--- config.mk ---
export PLATFORM = sky130hd
export DESIGN_NAME = icache_tag_hit
export DESIGN_NICKNAME = d
export VERILOG_FILES = /design/src/hw/icache_tag_pkg.sv /design/src/hw/icache_tag_hit.sv
export SDC_FILE = /design/constraint.sdc
export NUM_CORES = 1
export LEC_CHECK = 0
export BUFFER_PORTS_ARGS = -buffer_cell sky130_fd_sc_hd__buf_2
export CAP_MARGIN = 25
export CORE_AREA = 2 2 52 54
export DETAILED_ROUTE_END_ITERATION = 8
export DIE_AREA = 0 0 54 56
export GPL_ROUTABILITY_DRIVEN = 0
export PLACE_DENSITY = 0.78
export SLEW_MARGIN = 20
export SYNTH_ARGS = -nofsm -noshare
export SYNTH_HDL_FRONTEND = slang
export SYNTH_SLANG_ARGS = --single-unit
--- constraint.sdc ---
create_clock -name forever_cpuclk -period 1.95 [get_ports forever_cpuclk]
set_input_delay 0.39 -clock forever_cpuclk [delete_from_list [all_inputs] [get_ports forever_cpuclk]]
set_output_delay 0.39 -clock forever_cpuclk [all_outputs]
set_load 0.01 [all_outputs]
--- src/hw/icache_tag_pkg.sv ---
//----------------------------------------------------------------------
// Instruction cache tag widths, set count and tag word views
//----------------------------------------------------------------------
`default_nettype none

package icache_tag_pkg;

  // Fetch address split
  localparam int ADDR_W      = 40;
  localparam int OFFSET_W    = 4;
  localparam int TAG_INDEX_W = 8;
  localparam int SETS        = 1 << TAG_INDEX_W;

  // Stored tag is everything above index and offset
  localparam int TAG_W       = ADDR_W - TAG_INDEX_W - OFFSET_W;

  // Valid bit plus tag
  localparam int WAY_ENTRY_W = 1 + TAG_W;

  // FIFO bit plus two way entries
  localparam int TAG_LINE_W  = 1 + 2 * WAY_ENTRY_W;

  typedef struct packed {
    logic             valid;
    logic [TAG_W-1:0] tag;
  } way_entry_t;

  // Field order follows the SRAM write mask: fifo, way1, way0
  typedef struct packed {
    logic       fifo;
    way_entry_t way1;
    way_entry_t way0;
  } tag_fields_t;

  // One array word, seen as raw SRAM bits or as fields
  typedef union packed {
    logic [TAG_LINE_W-1:0] raw;
    tag_fields_t           fields;
  } tag_line_u;

endpackage

`default_nettype wire

--- src/hw/icache_tag_hit.sv ---
//----------------------------------------------------------------------
// Tag hit side: way compare, lookup result and refill victim
//----------------------------------------------------------------------
`default_nettype none
`timescale 1ns/1ps

module icache_tag_hit (
  input  logic                             forever_cpuclk,
  input  logic                             rst,
  input  logic                             look_valid,
  input  logic [icache_tag_pkg::TAG_W-1:0] look_tag,
  input  icache_tag_pkg::tag_line_u        tag_dout,
  output logic                             lookup_done,
  output logic                             lookup_hit,
  output logic                             lookup_way,
  output logic                             victim_way
);

  logic way0_hit;
  logic way1_hit;
  logic any_hit;

  // Per-way compare on the field view
  assign way0_hit = tag_dout.fields.way0.valid & (tag_dout.fields.way0.tag == look_tag);
  assign way1_hit = tag_dout.fields.way1.valid & (tag_dout.fields.way1.tag == look_tag);
  assign any_hit  = way0_hit | way1_hit;

  //--------------------------------------------------------------------
  // Result register
  //--------------------------------------------------------------------
  always_ff @(posedge forever_cpuclk) begin
    if (rst) begin
      lookup_done <= 1'b0;
    end else begin
      lookup_done <= look_valid;
    end
  end

  // way0 wins a double match
  always_ff @(posedge forever_cpuclk) begin
    lookup_hit <= any_hit;
    lookup_way <= ~way0_hit & way1_hit;
  end

  // FIFO bit of the last miss picks the refill way
  always_ff @(posedge forever_cpuclk) begin
    if (rst) begin
      victim_way <= 1'b0;
    end else if (look_valid && !any_hit) begin
      victim_way <= tag_dout.fields.fifo;
    end
  end

endmodule

`default_nettype wire

==> flow_summary.yaml <==
synth:
  synthesis.area_um2: 765.7
  synth-xor-area-share: 0.6405
  synth_warnings: 0
  yosys_most_used_dff: "dfxtp_1"
  synthMuxAreaShare: 0.01307
  syn_nets: 178
  ys_seq_area_frac: 0.1046
  synth-adder-area-share: 0
  synth_most_common_cell: "xor2_1"
  ys_seq_elements: 4
  ys_types: 17
  synth_cells: 88
  synth_top_family_by_area: "XOR/XNOR gates"
  synth_edf_count: 0
  yosys.area_share.simple: 0.2369
  synth_top_cell_area_share: 0.3431
  synth_top_cell_by_area: "xor2_1"
  ys_async_sr_fraction: 0
  synth-compound-area-share: 0
  synth.area.top_cells: "xor2_1, xnor2_1, dfxtp_1, nor4_1, nand4_2"
  avgSynthCellArea_um2: 8.702
  synth_common_cells: "xor2_1, xnor2_1, nor4_1, nand4_1, dfxtp_1"
clock_tree:
  clock_latency_ps: 230
  cts_setup_buffers: 0
  ctsHoldBuffers: 0
  cts_sinks: 4
  clkSlewWorstSetupHoldPaths_ps: 40
  htreeDepth: 1
  clockBufferDepth: 2
  cts-root-buf: "clkbuf_4"
  cts_tree: "built"
  cts-buffers-inserted: 3
  ctsResizeCount: 0
worst_setup_path:
  r2r_setup_slack_ps: 1400
  r2r_start: "victim_way"
  critPathLaunchType: "input port"
  worstPathArrival_ps: 1740
  ff2ff_path_depth: 2
  worstPathMaxFanout: 3
  crit_type: "in -> reg"
  worstPathRequired_ps: 2120
  reg2reg_to: "victim_way"
  cp-end-kind: "register"
grt:
  grt_pass1_vias: 937
  grt_busiest_layer: "met2"
  grt_util_met2: 0.2892
  grt_pass1_wl_mm: 3.436
  grtUsageTotal: 0.1510
  grt_use_met3: 0.04301
  grt.met1_usage: 0.1403
  grt_antenna_before_repair: 0
  grt-ovfl-total: 0
  grt_max_degree: 4
layout:
  area_growth_syn_to_layout_pct: 68.63
  nNetsFinal: 276
  diodes: 0
  design_area_um2: 1291
  drive_above_1_share: 0.5489
timing:
  layout_min_cycle_time_ps: 1573
  final-max-slew-violation-count: 0
  grt_setup_unrepaired: "no"
  finalHoldViolCount: 0
  finalSetupViolations: 0
  slew_headroom: 0.7473
  finClkSkew_ps: 0
  worst_pin_slew_ps: 375.5
  fin_setup_tns_ps: 0
  timing.final.crit_share: 0.8067
  max_freq_mhz: 635.7
outcome:
  outcome: "finished, final reports clean"
routing:
  dr.pass1.iters: 2
  drc: 0
  detail_route.iter0.violations: 10
  routed_via_density: 4.430
  vias: 948
  drtAntennaViolNets: 0
  wl_per_cell_um: 10.71
  finalWirelength_mm: 2.292
power:
  power.total_w: 0.0004188
  leakagePower_nw: 0.6560
  irDropWorstVdd_uv: 405.3
  power_density_nw_per_um2: 324.3
hold_path:
  hp-start: "rst"
  holdPathStages: 2
  min_to: "lookup_done"
  hold_class: "in -> reg"
flow_run:
  cap_viol_max_count: 0
place:
  place_area_um2: 1269
  hpwlAfterDp_mm: 2.185
  port_buffers: 93
floorplan:
  initial_core_util: 0.3148
  ios: 94
  dieArea_um2: 3024
  rows: 18
  die_h_um: 56
  fp.dieW_um: 54
  core_area_um2: 2432
worst max path at each step:
| stage | startpoint | slack (ps) | to |
|---|---|---|---|
| 2_1_floorplan | tag_dout[13] | 400 | victim_way |
| 3_3_place_gp | tag_dout[13] | 110 | victim_way |
| 3_5_place_dp | look_tag[13] | 70 | victim_way |
| 4_1_cts | look_tag[13] | 330 | victim_way |
| 5_1_grt | tag_dout[13] | 200 | victim_way |
| 6_report | look_tag[13] | 380 | victim_way |
kinds of logic (layout without fill, tap and decap cells):
kind of cell	after synthesis	after routing
xor gates and xnor gates	56	56
muxes	1	1
DFF	4	4
buffers and inverters	1	97
and+or+nand+nor	26	26
power by group:
group          total [W]  internal, W  switching (W)  leakage, nW
combinational   0.000233     0.000134      0.0000983        0.609
clock           0.000101    0.0000687      0.0000320       0.0138
sequential     0.0000854    0.0000847    0.000000676       0.0327
total           0.000419     0.000288       0.000131        0.656
layer usage:
| layer | vias up | part of all wire |
|---|---|---|
| met5 | - | 0 |
| met4 | 0 | 0.019 |
| met3 | 6 | 0.12 |
| met2 | 52 | 0.52 |
| met1 | 395 | 0.35 |
| li1 | 495 | - |
flip-flops by register name, summed over array words and instances, names as in the netlist:
signal and flops:
lookup_done 1, lookup_hit 1, lookup_way 1, victim_way 1
cell type report:
class / count / area [µm²]
repair buffers: 93 / 465.4
well taps: 30 / 37.54
clock buffers: 3 / 22.52
flip-flops and latches: 4 / 80.08
multi-input cells: 83 / 681.9
inverters: 1 / 3.754
fillers: 254 / 1141
cell usage in the layout (no fill, tap or decap):
| master | n |
|---|---|
| nand2b_1 | 1 |
| nor3_1 | 1 |
| xnor2_1 | 26 |
| nor4_2 | 1 |
| dfxtp_1 | 4 |
| nor2_1 | 1 |
| clkbuf_4 | 3 |
| nand3_1 | 1 |
| nand4_1 | 5 |
| buf_2 | 93 |
| nand3b_1 | 1 |
| xor2_1 | 30 |
| mux2i_1 | 1 |
| nor2b_1 | 1 |
| nor4_1 | 8 |
| nand4_2 | 3 |
| or2b_2 | 1 |
| nand2_1 | 2 |
| inv_1 | 1 |
stage by stage:
| step | util | worst slack (ps) | std cells | hold WS, ps |
|---|---|---|---|---|
| finish | 0.5309 | 376.9 | 214 | 336.6 |
| global route | 0.5309 | 202.6 | 214 | 333.1 |
| CTS | 0.5309 | 328.5 | 214 | 331.0 |
| detailed placement | 0.5216 | 71.26 | 211 | 463.1 |
| global placement | 0.5216 | 112.9 | 211 | 466.4 |
| floorplan | - | 404.8 | 88 | 461.6 |
critical path: stages:
cell,delay (ps)
buf_2,120
xor2_1,140
nor4_1,310
nand3_1,140
nor4_2,300
nand3b_1,170
mux2i_1,170
Note: power is estimated with default switching activity, not from simulation.
