File: src/hw/icache_tag_pkg.sv
//----------------------------------------------------------------------
// Instruction cache tag widths, set count and tag word views
//----------------------------------------------------------------------
`default_nettype none

package icache_tag_pkg;

  // Fetch address split
  localparam int ADDR_W      = 40;
  localparam int OFFSET_W    = 4;
  localparam int TAG_INDEX_W = 8;
  localparam int SETS        = 1 << TAG_INDEX_W;

  // Stored tag is everything above index and offset
  localparam int TAG_W       = ADDR_W - TAG_INDEX_W - OFFSET_W;

  // Valid bit plus tag
  localparam int WAY_ENTRY_W = 1 + TAG_W;

  // FIFO bit plus two way entries
  localparam int TAG_LINE_W  = 1 + 2 * WAY_ENTRY_W;

  typedef struct packed {
    logic             valid;
    logic [TAG_W-1:0] tag;
  } way_entry_t;

  // Field order follows the SRAM write mask: fifo, way1, way0
  typedef struct packed {
    logic       fifo;
    way_entry_t way1;
    way_entry_t way0;
  } tag_fields_t;

  // One array word, seen as raw SRAM bits or as fields
  typedef union packed {
    logic [TAG_LINE_W-1:0] raw;
    tag_fields_t           fields;
  } tag_line_u;

endpackage

`default_nettype wire

File: src/hw/icache_tag_req.sv
//----------------------------------------------------------------------
// Tag request side: invalidate sweep, refill and lookup arbitration
//----------------------------------------------------------------------
`default_nettype none
`timescale 1ns/1ps

module icache_tag_req (
  input  logic                                   forever_cpuclk,
  input  logic                                   rst,
  input  logic                                   lookup_req,
  input  logic [icache_tag_pkg::ADDR_W-1:0]      lookup_addr,
  input  logic                                   refill_req,
  input  logic [icache_tag_pkg::ADDR_W-1:0]      refill_addr,
  input  logic                                   inv_req,
  input  logic                                   victim_way,
  output logic                                   busy,
  output logic                                   tag_cen,
  output logic [icache_tag_pkg::TAG_INDEX_W-1:0] tag_idx,
  output logic [2:0]                             tag_wen,
  output icache_tag_pkg::tag_line_u              tag_din,
  output logic                                   look_valid,
  output logic [icache_tag_pkg::TAG_W-1:0]       look_tag
);

  logic                                   inv_go;
  logic                                   refill_go;
  logic                                   lookup_go;
  logic [icache_tag_pkg::TAG_INDEX_W-1:0] sweep_idx;
  logic [icache_tag_pkg::TAG_INDEX_W-1:0] lookup_idx;
  logic [icache_tag_pkg::TAG_INDEX_W-1:0] refill_idx;
  logic [icache_tag_pkg::TAG_W-1:0]       lookup_tag;
  logic [icache_tag_pkg::TAG_W-1:0]       refill_tag;
  icache_tag_pkg::way_entry_t             new_entry;

  // Priority: invalidate, refill, lookup; all dropped while busy
  assign inv_go    = inv_req & ~busy;
  assign refill_go = refill_req & ~busy & ~inv_req;
  assign lookup_go = lookup_req & ~busy & ~inv_req & ~refill_req;

  // Address split into index and tag
  assign lookup_idx = lookup_addr[icache_tag_pkg::OFFSET_W +: icache_tag_pkg::TAG_INDEX_W];
  assign lookup_tag = lookup_addr[icache_tag_pkg::ADDR_W-1 -: icache_tag_pkg::TAG_W];
  assign refill_idx = refill_addr[icache_tag_pkg::OFFSET_W +: icache_tag_pkg::TAG_INDEX_W];
  assign refill_tag = refill_addr[icache_tag_pkg::ADDR_W-1 -: icache_tag_pkg::TAG_W];

  assign new_entry.valid = 1'b1;
  assign new_entry.tag   = refill_tag;

  //--------------------------------------------------------------------
  // Invalidate sweep, one set per cycle
  //--------------------------------------------------------------------
  always_ff @(posedge forever_cpuclk) begin
    if (rst) begin
      busy      <= 1'b0;
      sweep_idx <= '0;
    end else if (inv_go) begin
      busy      <= 1'b1;
      sweep_idx <= '0;
    end else if (busy) begin
      sweep_idx <= sweep_idx + 1'b1;
      // Last set written, release
      if (sweep_idx == icache_tag_pkg::TAG_INDEX_W'(icache_tag_pkg::SETS - 1)) begin
        busy <= 1'b0;
      end
    end
  end

  //--------------------------------------------------------------------
  // Array access select
  //--------------------------------------------------------------------
  always_comb begin
    tag_cen     = 1'b0;
    tag_idx     = lookup_idx;
    tag_wen     = 3'b000;
    tag_din.raw = '0;
    if (busy) begin
      // All-zero word, full mask
      tag_cen = 1'b1;
      tag_idx = sweep_idx;
      tag_wen = 3'b111;
    end else if (refill_go) begin
      // Same entry on both ways, mask picks the victim
      tag_cen             = 1'b1;
      tag_idx             = refill_idx;
      tag_wen             = {1'b1, victim_way, ~victim_way};
      tag_din.fields.fifo = ~victim_way;
      tag_din.fields.way1 = new_entry;
      tag_din.fields.way0 = new_entry;
    end else if (lookup_go) begin
      tag_cen = 1'b1;
    end
  end

  // Compare stage info
  always_ff @(posedge forever_cpuclk) begin
    if (rst) begin
      look_valid <= 1'b0;
    end else begin
      look_valid <= lookup_go;
    end
  end

  always_ff @(posedge forever_cpuclk) begin
    if (lookup_go) begin
      look_tag <= lookup_tag;
    end
  end

endmodule

`default_nettype wire

File: config.mk
export PLATFORM = sky130hd
export DESIGN_NAME = icache_tag_req
export DESIGN_NICKNAME = d
export VERILOG_FILES = /design/src/hw/icache_tag_pkg.sv /design/src/hw/icache_tag_req.sv
export SDC_FILE = /design/constraint.sdc
export NUM_CORES = 1
export LEC_CHECK = 0
export BUFFER_PORTS_ARGS = -buffer_cell sky130_fd_sc_hd__clkbuf_2
export CAP_MARGIN = 20
export CORE_MARGIN = 1.5
export CORE_UTILIZATION = 39
export DETAILED_ROUTE_END_ITERATION = 16
export PLACE_DENSITY = 0.86
export REMOVE_ABC_BUFFERS = 1
export SYNTH_ARGS = -nofsm -noshare
export SYNTH_HDL_FRONTEND = slang
export SYNTH_SLANG_ARGS = --single-unit
File: constraint.sdc
create_clock -name forever_cpuclk -period 11.7 [get_ports forever_cpuclk]
set_clock_uncertainty 0.2 [all_clocks]
set_input_delay 0.585 -clock forever_cpuclk [delete_from_list [all_inputs] [get_ports forever_cpuclk]]
set_output_delay 0.585 -clock forever_cpuclk [all_outputs]
set_load 0.02 [all_outputs]
==> results of run 1 <==
-- state kept, by name, indices dropped and copies added, names as in the netlist --
name and flops:
look_tag 28, sweep_idx 8, look_valid 1, busy 1
-- power by group through the flow --
stage	Clock [mW]	Sequential (mW)	Combinational, mW
finish	0.130	0.151	0.0582
global route	0.140	0.151	0.0626
CTS	0.134	0.151	0.0586
detailed placement	0	0.154	0.0584
global placement	0	0.154	0.0566
floorplan	0	0.157	0.0258
-- worst max path at each step --
stage,end,slack (ns),depth (start not counted)
global placement,tag_wen[0],8.70,4
finish,tag_din[7],8.86,4
CTS,tag_din[7],8.82,4
global route,tag_din[7],8.68,4
floorplan,look_tag[0],7.30,1
detailed placement,tag_idx[7],8.95,5
-- metal layers --
layer / share of wire / routed length (um)
met4: 0.0058 / 28
met5: 0 / 0
met3: 0.10 / 490
met1: 0.40 / 1962
met2: 0.49 / 2379
-- through the flow --
stage / cells / instance area (um2) / util / worst slack (ns) / total power [mW]
2_1_floorplan: 136 / 1627 / - / 7.301 / 0.1825
3_3_place_gp: 369 / 2599 / 0.5539 / 8.697 / 0.2103
3_5_place_dp: 370 / 2606 / 0.5555 / 8.949 / 0.2122
4_1_cts: 378 / 2744 / 0.5848 / 8.821 / 0.3433
5_1_grt: 378 / 2744 / 0.5848 / 8.680 / 0.3533
6_report: 378 / 2744 / 0.5848 / 8.857 / 0.3389
-- layout by cell type (no fill, tap or decap), drive strengths merged --
master	Yosys	routed
nand2b	1	1
clkbuf	7	183
xor2	3	3
ha	1	1
or3	3	3
and2	1	1
mux2i	9	9
bufinv	0	2
nand2	13	13
xnor2	1	1
nand4	5	5
clkinv	0	1
a21oi	3	3
nor4b	1	1
buf	32	2
nor2	9	9
inv	4	4
dfxtp	10	10
edfxtp	28	28
nor3	1	1
o21ai	14	14
and3	28	28
a21o	1	1
-- logic make-up after synthesis --
logic type               after synthesis
AND/OR/NAND/NOR                       62
buffers and inverters                 43
flip-flops                            38
AO/OA/AOI/OAI                         18
multiplexers                           9
XOR/XNOR                               4
adder cells (fa/ha/maj)                1
-- cell type report --
class	count	area (um2)
sequential	38	1041
clock inverter	3	68.82
fill	401	1948
inverter	4	15.01
clock buffer	5	68.82
timing repair buffer	180	905.9
multi-input combinational	94	576.8
tap	54	67.56
==> PnR_summary.wiki, run 1 <==
{| class="wikitable"
! Metric !! Value
|-
| Terminating pin of the worst hold path || look_tag[16]
|-
| Worst hold path cell count || 1
|-
| Fraction of layout cells with a size suffix above 1 || 0.5864
|-
| Power spent charging and discharging nets || 82.62 uW
|-
| Time the final worst path needs with I/O delays and setup || between 2 and 3 ns
|-
| Compound-Gate Fraction of Synth Area || 0.04888
|-
| Adder-cell share of the synthesized area || 0.006605
|-
| Global-route congestion overflow total || 0
|-
| Worst-Skew Late Latency || roughly 0.28 ns
|-
| Post-synth EDFFs || 28
|-
| Minimum hold slack || 0.2776 ns
|-
| Max Fclk || between 0.3 and 0.4 GHz
|-
| Post-synth top flop || sky130_fd_sc_hd__edfxtp_1
|-
| Final estimated routing congestion in global placement || roughly 0.7
|-
| Critical Path Max Stage Delay || around 0.85 ns
|-
| Slowest stage cell on the critical path || sky130_fd_sc_hd__dfxtp_1
|-
| Library cell occupying the most area in the post-synthesis netlist || sky130_fd_sc_hd__edfxtp_1
|-
| Ports placed on the boundary || about 190
|-
| Hold_sp || lookup_addr[28]
|-
| Worst setup path start || busy
|-
| Internal power summed over all cells || approximately 260 uW
|-
| CTS Root Buffer Type || sky130_fd_sc_hd__clkbuf_8
|-
| Post-Route Setup TNS || 0 ns
|-
| HPWL Detailed || roughly 4000 um
|-
| First-pass GRT wire length || slightly below 7000 um
|-
| Clock group share of total power || 0.384
|-
| Max rail drop VDD || between 0.05 and 0.06 mV
|-
| Post-synth top cells || 30 x sky130_fd_sc_hd__buf_4, 28 x sky130_fd_sc_hd__and3_1, 28 x sky130_fd_sc_hd__edfxtp_1
|-
| Die area || 5285 um2
|-
| Number of antenna cells inserted || 0
|-
| Kind of capture point of the worst setup path || output pin
|-
| Met2 Track Usage GR || 0.2640
|-
| Resize count post-CTS || 0
|-
| Pwr dens || 123.5 nW/um2
|-
| Required time reported for the critical path endpoint || 10.92 ns
|-
| Die height || 72.70 um
|-
| Async S/R FF share, synth || 0
|-
| Class of the most critical setup path || flip-flop to output pin
|-
| Sequential share of the synthesized area || 0.5495
|-
| Final Hold Viols || 0
|-
| Detailed-routing iteration count for the pre-antenna-repair pass || 4
|-
| Initial DRC count || 91
|-
| Flop-to-flop setup slack || about 9.7 ns
|-
| Unrepaired setup endpoints after global routing || false
|-
| Die W || about 73 um
|-
| Critical path buffers and inverters || 2
|-
| Result of the run || complete, no violations
|-
| Avg Vias per Cell || roughly 4.7
|-
| Mux contribution to synthesized area || 0.04756
|-
| Critical path startpoint category || flip-flop
|-
| Synthesized cell area || approximately 1900 um2
|-
| Starting Density || 0.4037
|-
| CTS Hold Buffers Added || 0
|-
| Met1 global-route usage || 0.2249
|-
| Number of antenna violations at the first check in global routing || 0
|-
| Bufs on Longest Clock Path || 2
|-
| CTS tree || done
|-
| Actual transition at the worst max-transition pin || 0.8088 ns
|-
| Number of buffers inserted by post-CTS setup repair || 0
|-
| Cell leakage power || around 1.5 nW
|-
| Total number of yosys warnings || 0
|-
| Pins over their slew limit || 0
|-
| Cells after synthesis || roughly 180
|-
| Final setup violation count || 0
|-
| Number of I/O port buffers || 178
|-
| Max-cap viol count || 0
|-
| Post-Synth Simple-Gate Area || 0.1797
|-
| Net Sw Frac || 0.2438
|-
| Synthesis-stage register bit count || 38
|-
| Number of nets in the finished design || 410
|-
| Synth top area share || 0.4439
|-
| Highest net fanout along the worst path || 26
|-
| Portion of total power attributed to combinational logic || 0.172
|-
| CP delay by family, top || flip-flops
|-
| Kind of path behind the tightest hold check || primary input to flip-flop
|-
| Maximum number of pins on one net before global-route repair || 33
|-
| WL/cell || between 10 and 15 um
|-
| Global-route total usage across every layer || 0.1672
|-
| Series of cell instances along the critical path || nor2_1 -> buf_4 -> and3_1 -> clkbuf_2
|-
| GRT met3 Usage || 0.04972
|-
| Final worst-path cycle share || 0.2430
|-
| Synthesis-to-finish area growth || 44.85%
|-
| Main combinational cell family by area after synthesis || simple AND/OR/NAND/NOR gates
|-
| Synth area leaders || sky130_fd_sc_hd__edfxtp_1 44%, sky130_fd_sc_hd__buf_4 12%, sky130_fd_sc_hd__dfxtp_1 11%
|-
| Number of cells on the worst reg-to-reg path || 3
|-
| Average cell area after synthesis || approximately 11 um2
|-
| Number of unique standard cell types used by synthesis || 24
|-
| Clock Pin Slew Worst Setup and Hold Paths || approximately 0.08 ns
|-
| XOR/XNOR Fraction of Synth Area || 0.01849
|-
| Remaining DRCs || 0
|-
| Deepest level of the CTS H-tree || 2
|-
| Capture instance of the worst register-to-register path || sweep_idx[7]
|-
| Antenna-violating nets left || 0
|-
| Clock Sink Count || 38
|-
| Core area || 4692 um2
|-
| Layer with the highest usage || met2
|-
| Overall routed net length || slightly below 5000 um
|-
| Reg-to-Reg Start || busy
|-
| Number of rows in the core area || 25
|-
| WP data arrival || approximately 2 ns
|-
| Sequential group share of total power || 0.444
|-
| Cell with the most instances after synthesis || sky130_fd_sc_hd__buf_4
|-
| Via count of the first global-routing pass || 1445
|-
| Via count || between 1500 and 2000
|-
| TritonCTS buffer count || 5
|-
| Worst slew margin relative to its limit || 0.4601
|}
No activity file was read; power rests on OpenSTA's default activity.
==> run 2: changes to the inputs <==
CORE_UTILIZATION = 32   (was 39)
PLACE_DENSITY = 0.76   (was 0.86)
clock period = 2.5 ns   (was 11.7 ns; I/O delays follow)
==> PnR_summary.wiki, run 2 (synthesized netlist as in run 1, its figures left out) <==
{| class="wikitable"
! Metric !! Value
|-
| Result of the run || complete, no violations
|-
| CTS Root Buffer Type || sky130_fd_sc_hd__clkbuf_8
|-
| Actual transition at the worst max-transition pin || ~0.60 ns
|-
| Pwr dens || about 530 nW/um2
|-
| Global-route total usage across every layer || 0.1572
|-
| Final Hold Viols || 0
|-
| Resize count post-CTS || 0
|-
| Capture instance of the worst register-to-register path || sweep_idx[7]
|-
| Clock Pin Slew Worst Setup and Hold Paths || 0.08 ns
|-
| Starting Density || 0.3378
|-
| Highest net fanout along the worst path || 30
|-
| Maximum number of pins on one net before global-route repair || 33
|-
| Hold_sp || inv_req
|-
| Ports placed on the boundary || ~190
|-
| Unrepaired setup endpoints after global routing || false
|-
| WL/cell || around 13 um
|-
| Layout filler cell count || around 520
|-
| Max rail drop VDD || around 0.26 mV
|-
| Avg Vias per Cell || about 4.4
|-
| Critical Path Max Stage Delay || between 0.3 and 0.4 ns
|-
| Clock Sink Count || 38
|-
| FF/Latch Area || roughly 1000 um2
|-
| Via count || roughly 1900
|-
| Global-route congestion overflow total || 0
|-
| Number of antenna cells inserted || 0
|-
| WP data arrival || 1.56 ns
|-
| Worst hold path cell count || 3
|-
| Detailed-routing iteration count for the pre-antenna-repair pass || 4
|-
| CTS tree || done
|-
| Initial DRC count || 30
|-
| Overall routed net length || roughly 5600 um
|-
| Number of rows in the core area || 27
|-
| Max Fclk || 0.5310 GHz
|-
| Reg-to-Reg Start || busy
|-
| Minimum hold slack || 0.1621 ns
|-
| Pins over their slew limit || 0
|-
| Bufs on Longest Clock Path || 2
|-
| Die area || between 6000 and 7000 um2
|-
| Slowest stage cell on the critical path || sky130_fd_sc_hd__dfxtp_1
|-
| Largest register FFs || 28
|-
| Final worst-path cycle share || 0.7533
|-
| Largest registers || look_tag: 28 flops, sweep_idx: 8 flops
|-
| CP delay by family, top || buffers and inverters
|-
| Area taken by multi-input logic gates || slightly below 600 um2
|-
| Worst-Skew Late Latency || between 0.2 and 0.3 ns
|-
| First-pass GRT wire length || 7769 um
|-
| Final non-filler cell total || approximately 430
|-
| Die height || between 70 and 80 um
|-
| Via count of the first global-routing pass || 1684
|-
| Critical path startpoint category || flip-flop
|-
| HPWL Detailed || between 4000 and 5000 um
|-
| Deepest level of the CTS H-tree || 2
|-
| Final setup violation count || 0
|-
| Total instance count after detailed placement || just under 400
|-
| Required time reported for the critical path endpoint || around 2.2 ns
|-
| Number of cells on the worst reg-to-reg path || 4
|-
| Kind of capture point of the worst setup path || output pin
|-
| Critical path depth in cells || 5
|-
| Max-cap viol count || 0
|-
| TritonCTS buffer count || 5
|-
| Post-Route Utilization || 0.5464
|-
| Most common cell after layout, fill and taps aside || sky130_fd_sc_hd__clkbuf_2
|-
| Fraction of layout cells with a size suffix above 1 || 0.5395
|-
| Cell leakage power || between 1.5 and 2 nW
|-
| Class of the most critical setup path || flip-flop to output pin
|-
| Core area || 5608 um2
|-
| Number of antenna violations at the first check in global routing || 0
|-
| Synthesis-to-finish area growth || 61.76%
|-
| Kind of path behind the tightest hold check || primary input to flip-flop
|-
| Worst slew margin relative to its limit || 0.6013
|-
| Die W || 79.94 um
|-
| Critical path buffers and inverters || 2
|-
| Number of nets in the finished design || between 400 and 500
|-
| Flop-to-flop setup slack || roughly 0.76 ns
|-
| Final estimated routing congestion in global placement || 0.7298
|-
| Number of I/O port buffers || between 150 and 200
|-
| Post-Route Setup TNS || 0 ns
|-
| Antenna-violating nets left || 0
|-
| Time the final worst path needs with I/O delays and setup || 1.883 ns
|-
| Terminating pin of the worst hold path || sweep_idx[5]
|-
| Series of cell instances along the critical path || nor2_1 -> buf_4 -> nand2_1 -> o21ai_0 -> clkbuf_2
|-
| Top library cells by usage in the layout, fill and taps aside || 178 x sky130_fd_sc_hd__clkbuf_2, 29 x sky130_fd_sc_hd__dlygate4sd3_1, 28 x sky130_fd_sc_hd__and3_1, 28 x sky130_fd_sc_hd__edfxtp_1, 14 x sky130_fd_sc_hd__o21ai_0
|-
| Remaining DRCs || 0
|-
| Largest Register || look_tag
|}
==> run 2: cell count changes in the layout (fill, tap and decap cells not counted), sizes merged <==
cell | previous run | this run
buf | 2 | 3
dlygate4sd3 | 0 | 29
==> run 2: final cells by class <==
class / count / share of cell area
clock inverter: 3 / 0.02246
inverter: 4 / 0.004900
tap: 72 / 0.02940
sequential: 38 / 0.3397
timing repair buffer: 210 / 0.3928
clock buffer: 5 / 0.02246
multi-input combinational: 94 / 0.1882
==> run 2: repair_timing <==
action,CTS,global route
hold buffers,29,0
hold endpoints to repair,30,0
setup buffers,0,0
==> run 2: worst reg2reg max path, stage by stage (launching register included) <==
cell and delay (ns):
sky130_fd_sc_hd__dfxtp_1 0.48, sky130_fd_sc_hd__buf_4 0.29, sky130_fd_sc_hd__nand4_2 0.18, sky130_fd_sc_hd__or3_1 0.38
sky130_fd_sc_hd__a21oi_1 0.14
==> run 2: power by group <==
group / switching, mW / leakage (nW) / total [mW] / internal, mW
combinational: 0.179 / 1.25 / 0.317 / 0.139
sequential: 0.00842 / 0.336 / 0.700 / 0.692
clock: 0.208 / 0.0683 / 0.608 / 0.400
total: 0.395 / 1.65 / 1.63 / 1.23
==> run 2: how the worst max path moves through the flow <==
| stage | from | to | slack (ns) |
|---|---|---|---|
| 2_1_floorplan | busy | look_tag[0] | -1.90 |
| 3_3_place_gp | refill_req | tag_idx[4] | 0.69 |
| 3_5_place_dp | refill_req | tag_idx[7] | 0.63 |
| 4_1_cts | busy | tag_wen[0] | 0.59 |
| 5_1_grt | busy | tag_wen[0] | 0.46 |
| 6_report | busy | tag_wen[0] | 0.62 |
==> run 2: per-layer routing <==
| metal | wire length, um | GRT usage | share of wire | vias up |
|---|---|---|---|---|
| met3 | 393 | 0.03886 | 0.070 | 7 |
| met1 | 2336 | 0.1892 | 0.42 | 831 |
| met4 | 55 | 0.05000 | 0.0098 | 0 |
| li1 | - | - | - | 945 |
| met2 | 2809 | 0.2731 | 0.50 | 82 |
| met5 | 0 | 0 | 0 | - |
==> run 2: per-stage QoR <==
step	worst slack [ns]	power [mW]	area (um2)
global placement	0.6883	0.9895	2636
CTS	0.5922	1.650	3064
finish	0.6168	1.626	3064
detailed placement	0.6280	0.9949	2636
global route	0.4646	1.698	3064
floorplan	-1.899	0.8542	1627
